### config.mk
export PLATFORM = sky130hd
export DESIGN_NAME = instr_prefetch_top
export DESIGN_NICKNAME = d
export VERILOG_FILES = /design/src/hw/instr_prefetch_pkg.sv /design/src/hw/fetch_pc_tracker.sv /design/src/hw/instr_fifo.sv /design/src/hw/instr_prefetch_top.sv /design/src/hw/prefetch_buffer.sv
export VERILOG_INCLUDE_DIRS = /design/src /design/src/hw
export SDC_FILE = /design/constraint.sdc
export NUM_CORES = 1
export LEC_CHECK = 0
export BUFFER_PORTS_ARGS = -buffer_cell sky130_fd_sc_hd__buf_2
export CORE_MARGIN = 3
export CORE_UTILIZATION = 55
export CTS_CLUSTER_DIAMETER = 50
export DETAILED_ROUTE_END_ITERATION = 10
export PLACE_DENSITY = 0.8
export SLEW_MARGIN = 20
export SYNTH_ARGS = -nofsm -noshare
export SYNTH_HDL_FRONTEND = slang
export SYNTH_SLANG_ARGS = --single-unit
### constraint.sdc
create_clock -name clk -period 5.95 [get_ports clk]
set_input_delay 0.8925 -clock clk [delete_from_list [all_inputs] [get_ports clk]]
set_output_delay 0.8925 -clock clk [all_outputs]
set_load 0.02 [all_outputs]
### src/hw/instr_prefetch_cfg.svh
// instruction prefetch configuration

`ifndef INSTR_PREFETCH_CFG_SVH
`define INSTR_PREFETCH_CFG_SVH

////////////////////////////////////////////////////////////////////////////
// bus widths
////////////////////////////////////////////////////////////////////////////

// byte address and instruction word width
`define PF_ADDR_WIDTH 32

////////////////////////////////////////////////////////////////////////////
// instruction buffer sizing
////////////////////////////////////////////////////////////////////////////

// number of buffered instruction words
`define PF_FIFO_DEPTH 2
// fill level that stops new requests
`define PF_ALM_FULL_TH 1

`endif

### src/hw/instr_prefetch_pkg.sv
// instruction prefetch types

`default_nettype none

`include "instr_prefetch_cfg.svh"

package instr_prefetch_pkg;

  // byte address into instruction memory
  typedef logic [`PF_ADDR_WIDTH-1:0] addr_t;
  // raw 32 bit instruction word
  typedef logic [`PF_ADDR_WIDTH-1:0] instr_t;

  // fetch fsm states
  typedef enum logic [2:0] {
    IDLE,
    WAIT_GNT,
    WAIT_RVALID,
    WAIT_ABORTED,
    WAIT_JUMP
  } fetch_state_e;

  // request towards instruction memory
  typedef struct packed {
    logic  req;
    addr_t addr;
  } imem_req_t;

  // response from instruction memory
  typedef struct packed {
    logic   gnt;
    logic   rvalid;
    logic   err_pmp;
    instr_t rdata;
  } imem_rsp_t;

  // instruction handed to decode
  typedef struct packed {
    logic   valid;
    instr_t instr;
    addr_t  pc;
  } fetch_out_t;

endpackage

`default_nettype wire

### src/hw/fetch_pc_tracker.sv
// fetch program counter tracker

`timescale 1ns/1ps
`default_nettype none

`include "instr_prefetch_cfg.svh"

module fetch_pc_tracker (
  input  wire                            clk,
  input  wire                            rst_n,
  input  logic                           branch_i,
  input  instr_prefetch_pkg::addr_t      addr_i,
  input  logic                           ready_i,
  input  logic                           valid_i,
  input  instr_prefetch_pkg::instr_t     instr_i,
  output instr_prefetch_pkg::fetch_out_t fetch_o
);

  // pc of the instruction currently offered to decode
  instr_prefetch_pkg::addr_t pc_q;
  logic                      transfer;

  assign transfer = valid_i & ready_i;

  ////////////////////////////////////////////////////////////////////////////
  // pc register
  ////////////////////////////////////////////////////////////////////////////

  always_ff @(posedge clk or negedge rst_n) begin
    if (!rst_n) begin
      pc_q <= '0;
    end else if (branch_i) begin
      // redirect, target forced onto a word boundary
      pc_q <= {addr_i[`PF_ADDR_WIDTH-1:2], 2'b00};
    end else if (transfer) begin
      // one word consumed by decode
      pc_q <= pc_q + `PF_ADDR_WIDTH'd4;
    end
  end

  // bundle for decode
  assign fetch_o.valid = valid_i;
  assign fetch_o.instr = instr_i;
  assign fetch_o.pc    = pc_q;

endmodule

`default_nettype wire

### src/hw/instr_fifo.sv
// instruction buffer

`timescale 1ns/1ps
`default_nettype none

`include "instr_prefetch_cfg.svh"

module instr_fifo #(
  parameter int DEPTH       = `PF_FIFO_DEPTH,
  parameter int ALM_FULL_TH = `PF_ALM_FULL_TH
) (
  input  wire                        clk,
  input  wire                        rst_n,
  input  logic                       flush_i,
  input  logic                       push_i,
  input  instr_prefetch_pkg::instr_t data_i,
  input  logic                       pop_i,
  output instr_prefetch_pkg::instr_t data_o,
  output logic                       full_o,
  output logic                       alm_full_o,
  output logic                       empty_o
);

  localparam int PTR_W = (DEPTH > 1) ? $clog2(DEPTH) : 1;
  localparam int CNT_W = $clog2(DEPTH + 1);

  logic [PTR_W-1:0] wr_ptr_q, rd_ptr_q;
  logic [CNT_W-1:0] count_q;
  logic             push_en, pop_en;

  // storage array, payload only
  instr_prefetch_pkg::instr_t mem_q [DEPTH];

  // a pop frees a slot in the same cycle, so a full buffer still takes a push
  assign pop_en  = pop_i & ~empty_o;
  assign push_en = push_i & (~full_o | pop_en);

  assign empty_o    = (count_q == '0);
  assign full_o     = (count_q == CNT_W'(DEPTH));
  assign alm_full_o = (count_q >= CNT_W'(ALM_FULL_TH));

  // head of the buffer, registered storage so no fall-through
  assign data_o = mem_q[rd_ptr_q];

  ////////////////////////////////////////////////////////////////////////////
  // pointers and fill count
  ////////////////////////////////////////////////////////////////////////////

  always_ff @(posedge clk or negedge rst_n) begin
    if (!rst_n) begin
      wr_ptr_q <= '0;
      rd_ptr_q <= '0;
      count_q  <= '0;
    end else if (flush_i) begin
      // flush wins over any push in the same cycle
      wr_ptr_q <= '0;
      rd_ptr_q <= '0;
      count_q  <= '0;
    end else begin
      if (push_en) begin
        if (wr_ptr_q == PTR_W'(DEPTH - 1)) wr_ptr_q <= '0;
        else wr_ptr_q <= wr_ptr_q + 1'b1;
      end
      if (pop_en) begin
        if (rd_ptr_q == PTR_W'(DEPTH - 1)) rd_ptr_q <= '0;
        else rd_ptr_q <= rd_ptr_q + 1'b1;
      end
      // count only moves when exactly one side is active
      case ({push_en, pop_en})
        2'b10:   count_q <= count_q + 1'b1;
        2'b01:   count_q <= count_q - 1'b1;
        default: count_q <= count_q;
      endcase
    end
  end

  // write port
  always_ff @(posedge clk) begin
    if (push_en && !flush_i) begin
      mem_q[wr_ptr_q] <= data_i;
    end
  end

endmodule

`default_nettype wire

### src/hw/instr_prefetch_top.sv
// instruction prefetch top level

`timescale 1ns/1ps
`default_nettype none

module instr_prefetch_top (
  input  wire                            clk,
  input  wire                            rst_n,
  input  logic                           req_i,
  input  logic                           branch_i,
  input  instr_prefetch_pkg::addr_t      addr_i,
  input  logic                           ready_i,
  output instr_prefetch_pkg::imem_req_t  imem_req_o,
  input  instr_prefetch_pkg::imem_rsp_t  imem_rsp_i,
  output instr_prefetch_pkg::fetch_out_t fetch_o,
  output logic                           fetch_failed_o,
  output logic                           busy_o
);

  // fetch data between buffer and pc tracker
  logic                       fetch_valid;
  instr_prefetch_pkg::instr_t fetch_instr;

  prefetch_buffer prefetch_buffer_i (
    .clk            (clk),
    .rst_n          (rst_n),
    .req_i          (req_i),
    .branch_i       (branch_i),
    .addr_i         (addr_i),
    .ready_i        (ready_i),
    .imem_req_o     (imem_req_o),
    .imem_rsp_i     (imem_rsp_i),
    .valid_o        (fetch_valid),
    .instr_o        (fetch_instr),
    .fetch_failed_o (fetch_failed_o),
    .busy_o         (busy_o)
  );

  // adds the pc to each instruction
  fetch_pc_tracker pc_tracker_i (
    .clk      (clk),
    .rst_n    (rst_n),
    .branch_i (branch_i),
    .addr_i   (addr_i),
    .ready_i  (ready_i),
    .valid_i  (fetch_valid),
    .instr_i  (fetch_instr),
    .fetch_o  (fetch_o)
  );

endmodule

`default_nettype wire

### src/hw/prefetch_buffer.sv
// prefetch buffer and fetch fsm

`timescale 1ns/1ps
`default_nettype none

`include "instr_prefetch_cfg.svh"

module prefetch_buffer (
  input  wire                           clk,
  input  wire                           rst_n,
  input  logic                          req_i,
  input  logic                          branch_i,
  input  instr_prefetch_pkg::addr_t     addr_i,
  input  logic                          ready_i,
  output instr_prefetch_pkg::imem_req_t imem_req_o,
  input  instr_prefetch_pkg::imem_rsp_t imem_rsp_i,
  output logic                          valid_o,
  output instr_prefetch_pkg::instr_t    instr_o,
  output logic                          fetch_failed_o,
  output logic                          busy_o
);

  instr_prefetch_pkg::fetch_state_e state_q, state_d;

  // last issued address and the next sequential word after it
  instr_prefetch_pkg::addr_t instr_addr_q, fetch_addr;
  instr_prefetch_pkg::addr_t instr_addr;
  logic                      instr_req;
  logic                      addr_valid;

  // buffer control
  logic                       fifo_push, fifo_pop;
  logic                       fifo_full, fifo_alm_full, fifo_empty;
  logic                       fifo_valid, fifo_ready;
  instr_prefetch_pkg::instr_t fifo_rdata;

  assign imem_req_o.req  = instr_req;
  assign imem_req_o.addr = instr_addr;

  assign busy_o = (state_q != instr_prefetch_pkg::IDLE) || instr_req;

  // word aligned increment
  assign fetch_addr = {instr_addr_q[`PF_ADDR_WIDTH-1:2], 2'b00} + `PF_ADDR_WIDTH'd4;

  ////////////////////////////////////////////////////////////////////////////
  // fetch fsm
  ////////////////////////////////////////////////////////////////////////////

  always_comb begin
    state_d        = state_q;
    instr_req      = 1'b0;
    instr_addr     = fetch_addr;
    addr_valid     = 1'b0;
    fifo_push      = 1'b0;
    fetch_failed_o = 1'b0;

    case (state_q)
      // nothing outstanding
      instr_prefetch_pkg::IDLE: begin
        if (branch_i) instr_addr = addr_i;
        // branch target always goes out, sequential only with buffer room
        if (req_i && (fifo_ready || branch_i)) begin
          instr_req  = 1'b1;
          addr_valid = 1'b1;
          if (imem_rsp_i.gnt && imem_rsp_i.err_pmp) state_d = instr_prefetch_pkg::WAIT_JUMP;
          else if (imem_rsp_i.gnt) state_d = instr_prefetch_pkg::WAIT_RVALID;
          else state_d = instr_prefetch_pkg::WAIT_GNT;
        end
      end

      // request raised, hold it until granted
      instr_prefetch_pkg::WAIT_GNT: begin
        instr_req  = 1'b1;
        instr_addr = instr_addr_q;
        // a branch replaces the pending address
        if (branch_i) begin
          instr_addr = addr_i;
          addr_valid = 1'b1;
        end
        if (imem_rsp_i.gnt && imem_rsp_i.err_pmp) state_d = instr_prefetch_pkg::WAIT_JUMP;
        else if (imem_rsp_i.gnt) state_d = instr_prefetch_pkg::WAIT_RVALID;
      end

      // granted, waiting for the data
      instr_prefetch_pkg::WAIT_RVALID: begin
        if (branch_i) instr_addr = addr_i;
        if (req_i && (fifo_ready || branch_i)) begin
          if (imem_rsp_i.rvalid) begin
            // data back, chain the next request in the same cycle
            instr_req  = 1'b1;
            addr_valid = 1'b1;
            fifo_push  = fifo_valid | ~ready_i;
            if (imem_rsp_i.gnt && imem_rsp_i.err_pmp) state_d = instr_prefetch_pkg::WAIT_JUMP;
            else if (imem_rsp_i.gnt) state_d = instr_prefetch_pkg::WAIT_RVALID;
            else state_d = instr_prefetch_pkg::WAIT_GNT;
          end else if (branch_i) begin
            // old data still on its way, drop it when it lands
            addr_valid = 1'b1;
            state_d    = instr_prefetch_pkg::WAIT_ABORTED;
          end
        end else if (imem_rsp_i.rvalid) begin
          // no further request wanted or no room
          fifo_push = fifo_valid | ~ready_i;
          state_d   = instr_prefetch_pkg::IDLE;
        end else if (branch_i) begin
          addr_valid = 1'b1;
          state_d    = instr_prefetch_pkg::WAIT_ABORTED;
        end
      end

      // stale response pending, target held in instr_addr_q
      instr_prefetch_pkg::WAIT_ABORTED: begin
        instr_addr = instr_addr_q;
        if (branch_i) begin
          instr_addr = addr_i;
          addr_valid = 1'b1;
        end
        if (imem_rsp_i.rvalid) begin
          if (req_i || branch_i) begin
            instr_req = 1'b1;
            if (imem_rsp_i.gnt && imem_rsp_i.err_pmp) state_d = instr_prefetch_pkg::WAIT_JUMP;
            else if (imem_rsp_i.gnt) state_d = instr_prefetch_pkg::WAIT_RVALID;
            else state_d = instr_prefetch_pkg::WAIT_GNT;
          end else begin
            state_d = instr_prefetch_pkg::IDLE;
          end
        end
      end

      // pmp fault seen, only a branch restarts fetching
      instr_prefetch_pkg::WAIT_JUMP: begin
        fetch_failed_o = ~valid_o;
        if (branch_i) begin
          instr_addr     = addr_i;
          instr_req      = 1'b1;
          addr_valid     = 1'b1;
          fetch_failed_o = 1'b0;
          if (imem_rsp_i.gnt && imem_rsp_i.err_pmp) state_d = instr_prefetch_pkg::WAIT_JUMP;
          else if (imem_rsp_i.gnt) state_d = instr_prefetch_pkg::WAIT_RVALID;
          else state_d = instr_prefetch_pkg::WAIT_GNT;
        end
      end

      default: state_d = instr_prefetch_pkg::IDLE;
    endcase
  end

  ////////////////////////////////////////////////////////////////////////////
  // state and address registers
  ////////////////////////////////////////////////////////////////////////////

  always_ff @(posedge clk or negedge rst_n) begin
    if (!rst_n) begin
      state_q      <= instr_prefetch_pkg::IDLE;
      instr_addr_q <= '0;
    end else begin
      state_q <= state_d;
      if (addr_valid) instr_addr_q <= instr_addr;
    end
  end

  // buffer is cleared in the branch cycle
  instr_fifo #(
    .DEPTH       (`PF_FIFO_DEPTH),
    .ALM_FULL_TH (`PF_ALM_FULL_TH)
  ) instr_buffer_i (
    .clk        (clk),
    .rst_n      (rst_n),
    .flush_i    (branch_i),
    .push_i     (fifo_push),
    .data_i     (imem_rsp_i.rdata),
    .pop_i      (fifo_pop),
    .data_o     (fifo_rdata),
    .full_o     (fifo_full),
    .alm_full_o (fifo_alm_full),
    .empty_o    (fifo_empty)
  );

  assign fifo_valid = ~fifo_empty;
  assign fifo_ready = ~(fifo_alm_full | fifo_full);

  ////////////////////////////////////////////////////////////////////////////
  // output selection
  ////////////////////////////////////////////////////////////////////////////

  // buffer head leads, the live response only passes when nothing is queued
  // a branch kills whatever sits at the decode interface this cycle
  always_comb begin
    fifo_pop = 1'b0;
    if (fifo_valid) begin
      instr_o  = fifo_rdata;
      valid_o  = ~branch_i;
      fifo_pop = ready_i;
    end else begin
      instr_o = imem_rsp_i.rdata & {`PF_ADDR_WIDTH{imem_rsp_i.rvalid}};
      valid_o = imem_rsp_i.rvalid & (state_q != instr_prefetch_pkg::WAIT_ABORTED) & ~branch_i;
    end
  end

endmodule

`default_nettype wire

# Yosys cells after proc, flatten, opt, wreduce, memory -nomap -nowiden
# Memories as Yosys holds them, arrays and structs flattened.
# Index checks and enable logic that the tools add are counted.
dict set report totals {
  register_bits 71
  latch_bits 0
  ramBits 64
  mem_bits_ro 0
  output_inout_bits 100
  n_memories 1
}
# memory words word_bits rd rd_ports_with_merged_regs wr line_no
set memory_table {}
lappend memory_table {prefetch_buffer_i.instr_buffer_i.mem_q 2 32 1 0 1 instr_fifo.sv:32} ;# instr_prefetch_pkg::instr_t mem_q [DEPTH];
dict set report classes {
  add_sub_neg 6
  multipliers 0
  n_div 0
  magnitude_cmp 1
  n_eq_ne 12
  shifts 0
  muxes 46
  bitwise 15
  n_reduce_logical 18
}
# cell n
set ops {}
lappend ops {{32-bit two-way mux} 5}
lappend ops {{32-bit by 3-bit adder with 32-bit output, second input constant} 2}
lappend ops {{32-bit case mux with 2 select lines} 1}
lappend ops {{3-bit two-way mux} 11}
lappend ops {{32-bit bitwise AND} 1}
lappend ops {{1-bit two-way mux} 23}
lappend ops {{3-bit case mux with 5 select lines} 1}
lappend ops {{3-bit by 2-bit equality test with 1-bit output, second input constant} 2}
lappend ops {{3-bit by 2-bit != test with 1-bit output, second input constant} 2}
lappend ops {{1-bit inverter} 6}
lappend ops {{2-bit nonzero test} 3}
lappend ops {{3-bit nonzero test} 2}
lappend ops {{3-bit OR reduction} 2}
lappend ops {{1-bit bitwise AND} 5}
lappend ops {{1-bit case mux with 5 select lines} 1}
lappend ops {{2-bit equality test, second input constant} 2}
lappend ops {{2-bit two-way mux} 2}
lappend ops {{2-bit != test, second input constant} 2}
lappend ops {{2-bit case mux with 2 select lines} 1}
lappend ops {{4-bit AND reduction} 1}
lappend ops {{3-bit by 1-bit equality test with 1-bit output, second input constant} 1}
lappend ops {{3-bit equality test, second input constant} 1}
lappend ops {{1-bit logical AND} 3}
lappend ops {{3-bit logical NOT} 1}
lappend ops {{12 further kinds} 17}

# Longest topological paths before layout
dict set report depth {
  ltp_word 9
  depth_mapped 8
}

# By module
# From an unflattened synthesis, not the netlist that was laid out.
dict set report hier_totals {
  hier_cells 968
  hier_area_um2 8652.0
}
# mod instances cells_each area_per_inst_um2 seq_area_each_um2
set by_module_without_submodules {}
lappend by_module_without_submodules {prefetch_buffer 1 601 3986.3 875.8}
lappend by_module_without_submodules {instr_fifo 1 133 2631.3 2021.9}
lappend by_module_without_submodules {fetch_pc_tracker 1 234 2034.5 750.7}

# Worst setup path before layout
# No wires, ideal clock.
dict set report synth_timing {
  path_kind {input-to-reg}
  from {input port branch_i}
  to {memory prefetch_buffer_i.instr_buffer_i.mem_q[1][0] (netlist name), enable pin}
  setup_ps 468
  arrival_time_ps 4107
  required_time_ps 5482
  slack_ps 1375
  path_stages 5
  path_buffers 4
  path_cell_list {clkbuf_1 buf_1 buf_1 clkbuf_1 nor3b_1}
}
dict set report synth_via {
  elab_chain_cells 4
}
# element line_no
set synth_lines {}
lappend synth_lines {{start: declaration} instr_prefetch_top.sv:10} ;# input logic branch_i,
lappend synth_lines {{1-bit logical NOT} instr_fifo.sv:79} ;# if (push_en && !flush_i) begin
lappend synth_lines {{1-bit logical AND} instr_fifo.sv:79}
lappend synth_lines {{1-bit two-way mux} instr_fifo.sv:79}
lappend synth_lines {{1-bit two-way mux (not written as such)} instr_fifo.sv:80} ;# mem_q[wr_ptr_q] <= data_i;
lappend synth_lines {{end: declaration} instr_fifo.sv:32}
# Every way passes these cells.

==> impl_metrics.csv <==
group,metric,value,unit
cts,cts_resized,0,
cts,cts_tree,"done",
critical_path,crit_required,5.06,ns
cts,cts_setup_buffers,0,
synthesis,synth.largest_area_cell,"edfxtp_1",
sta,timing.fmax,253,MHz
route,routed_wl,22.5,mm
floorplan,num_rows,43,
critical_path,r2r_start,"prefetch_buffer_i.instr_buffer_i.count_q[1]",
route,drt_first_pass_iters,6,
synthesis,synth_common_cells,"nand2_1, o21ai_0, dfrtp_1, edfxtp_1, a21oi_1",
cells_and_area,finalNonFillerCells,1174,
global_route,antenna_found_initial,1,
cts,clock_path_buffers,2,
synthesis,yosys_warnings,0,
sta,min_period_over_period,0.665,
power_and_ir_drop,power,4.29,mW
sta,finalSetupViolations,0,
synthesis,yosysTopAreaCellShare,0.242,
power_and_ir_drop,power_leakage,3.72,nW
critical_path,critPathLaunchType,"flop",
cts,clk_pin_slew_worst_paths,0.06,ns
critical_path,end_kind,"output pin",
place,place_inst,1141,
cts,clk_latency,0.42,ns
synthesis,synth_cells,846,
critical_path,ff2ff_setup_slack,3.16,ns
global_route,grt_pass1_vias,6663,
synthesis,synth_edf_count,64,
route,top_layer,"met4",
power_and_ir_drop,power-per-cell-area,458,mW/mm2
cts,cts-htree-levels,4,
synthesis,synth_area,0.00793,mm2
critical_path,worst_ep_arrival_time,3.06,ns
synthesis,ys_seq_elements,133,
route,drc,0,
critical_path,path_max_fanout,10,
global_route,grt_first_pass_wirelength,35.6,mm
critical_path,startpoint,"prefetch_buffer_i.instr_addr_q[2]",
cts,cts_sinks,133,
route,dr_wl_met2,10.2,mm
status,status,"finished, final reports clean",
floorplan,die-area,0.0159,mm2
sta,finClkSkew,0.00767,ns
critical_path,worst_r2r_endpoint,"prefetch_buffer_i.instr_addr_q[22]",
sta,finalMaxSlewViolations,0,
cts,root_buffer,"clkbuf_16",
critical_path,ff2ff_path_depth,7,
job,drv_cap,0,
sta,tns,0,ns
hold_path,hold_path_class,"flop to flop",
place,dp_hpwl,15.7,mm
synthesis,yosys.cell_types.count,70,
cts,holdBufCountCts,0,
floorplan,initial_core_util,0.567,
sta,period_minus_slack,3.96,ns
synthesis,async_flop_share,0.519,
power_and_ir_drop,peakVddDrop,0.284,mV
critical_path,critPathCapture,"imem_req_o[30]",
floorplan,ios,172,
cells_and_area,area_growth,18.2,%
route,via_count,7419,
synthesis,synth.area.top_cells,"edfxtp_1, dfrtp_1, mux2i_1, o21ai_0, nand2_1",
sta,finalHoldViolCount,0,
cells_and_area,layout-drive-gt1-share,0.234,
route,wl_per_cell,19.2,um
cells_and_area,nets,1056,
floorplan,dieWidth,126,um
synthesis,ys.flop_type,"dfrtp_1",
synthesis,post-synth-top-count-cell,"nand2_1",
place,numPortBuffers,169,
critical_path,worstSetupPathType,"flop to output pin",
floorplan,core_area,0.0140,mm2
cts,cts_buffers,17,
sta,tightest_slew,1.05,ns
route,postRouteAntennaNets,0,
floorplan,die_h,126,um
place,gp_congestion,0.931,
sta,rsz0062_at_grt,"no",
route,wl_met1,9.35,mm
route,viasPerCell,6.32,
route,drt-initial-drc-count,989,
sta,maxSlewHeadroom,0.302,
synthesis,ys_seq_area_frac,0.460,
global_route,grt_max_degree,70,
synthesis,synth_area_per_cell,9.37,um2
global_route,overflow,0,
route,met3_length,2.32,mm
global_route,grt.total_usage,0.281,
## placed cells by master (no fill, tap or decap), types with 18 or more instances in the layout
cell      netlist  layout
buf_2          15     169
nand2_1       101     101
o21ai_0        76      76
dfrtp_1        69      68
edfxtp_1       64      64
a21oi_1        56      56
nor2_1         45      45
mux2i_1        38      38
xnor2_1        32      32
nand3_1        25      25
a31oi_1        21      21
inv_1          20      20
nand4_1        18      18
## cell type report
type	count	area [um2]
fill	1125	4610
antenna	1	2.50
sequential	133	3650
clock inverter	14	124
inverter	20	75.1
multi-input combinational	625	3910
clock buffer	18	429
timing repair buffer	183	958
tap	180	225
## flip-flops by register name, indices dropped and copies added (netlist names)
register,count
prefetch_buffer_i.instr_buffer_i.mem_q,64
prefetch_buffer_i.instr_addr_q,32
pc_tracker_i.pc_q,30
prefetch_buffer_i.state_q,3
prefetch_buffer_i.instr_buffer_i.count_q,2
prefetch_buffer_i.instr_buffer_i.rd_ptr_q,1
prefetch_buffer_i.instr_buffer_i.wr_ptr_q,1
## cell families (layout without fill, tap and decap cells)
family / count (synthesis) / in the layout / share of synthesized area
simple gates: 284 / 284 / 0.182
compound gates: 247 / 247 / 0.197
flops: 133 / 133 / 0.460
buf+inv: 89 / 235 / 0.0486
mux: 46 / 46 / 0.0593
xor+xnor: 42 / 42 / 0.0464
fa+ha+maj: 4 / 4 / 0.00631
other cells: 1 / 3 / 0.000473
## where the power goes
group | leakage, nW | internal (mW) | switching, mW | total, mW
sequential | 1.40 | 1.12 | 0.318 | 1.44
clock | 0.270 | 0.544 | 0.427 | 0.971
combinational | 2.05 | 0.700 | 1.18 | 1.88
total | 3.72 | 2.37 | 1.92 | 4.29
## stage by stage
step / cell area, um2 / util / hold WS, ns / setup slack [ns]
after floorplan: 7930 / - / 0.450 / 1.38
after global placement: 8800 / 0.629 / 0.472 / 2.35
after detailed placement: 8820 / 0.630 / 0.484 / 2.30
after CTS: 9370 / 0.670 / 0.497 / 2.05
after global routing: 9370 / 0.670 / 0.520 / 1.79
final: 9370 / 0.670 / 0.491 / 1.99
## layer usage
metal  vias up  track usage
met4         0        0.108
met1      3495        0.405
met2       458        0.416
li1       3420            -
met5         -            0
met3        46       0.0615
## how the worst min path moves through the flow
| stage | slack (ns) | depth (start not counted) | endpoint | start |
|---|---|---|---|---|
| after floorplan | 0.45 | 2 | prefetch_buffer_i.instr_addr_q[0] | prefetch_buffer_i.instr_addr_q[0] |
| after global placement | 0.47 | 2 | prefetch_buffer_i.instr_addr_q[0] | prefetch_buffer_i.instr_addr_q[0] |
| after detailed placement | 0.48 | 2 | prefetch_buffer_i.instr_addr_q[0] | prefetch_buffer_i.instr_addr_q[0] |
| after CTS | 0.50 | 2 | prefetch_buffer_i.instr_addr_q[0] | prefetch_buffer_i.instr_addr_q[0] |
| after global routing | 0.52 | 1 | prefetch_buffer_i.instr_addr_q[1] | prefetch_buffer_i.instr_addr_q[1] |
| final | 0.49 | 2 | prefetch_buffer_i.instr_addr_q[0] | prefetch_buffer_i.instr_addr_q[0] |
## critical path, stage by stage (launching register included)
cell and delay [ns]:
dfrtp_1 0.49, ha_1 0.35, nand4_1 0.21, nor3_2 0.70
nand4_1 0.29, xnor2_1 0.21, a2bb2oi_1 0.19, buf_2 0.19
(Power assumes the default switching activity.)
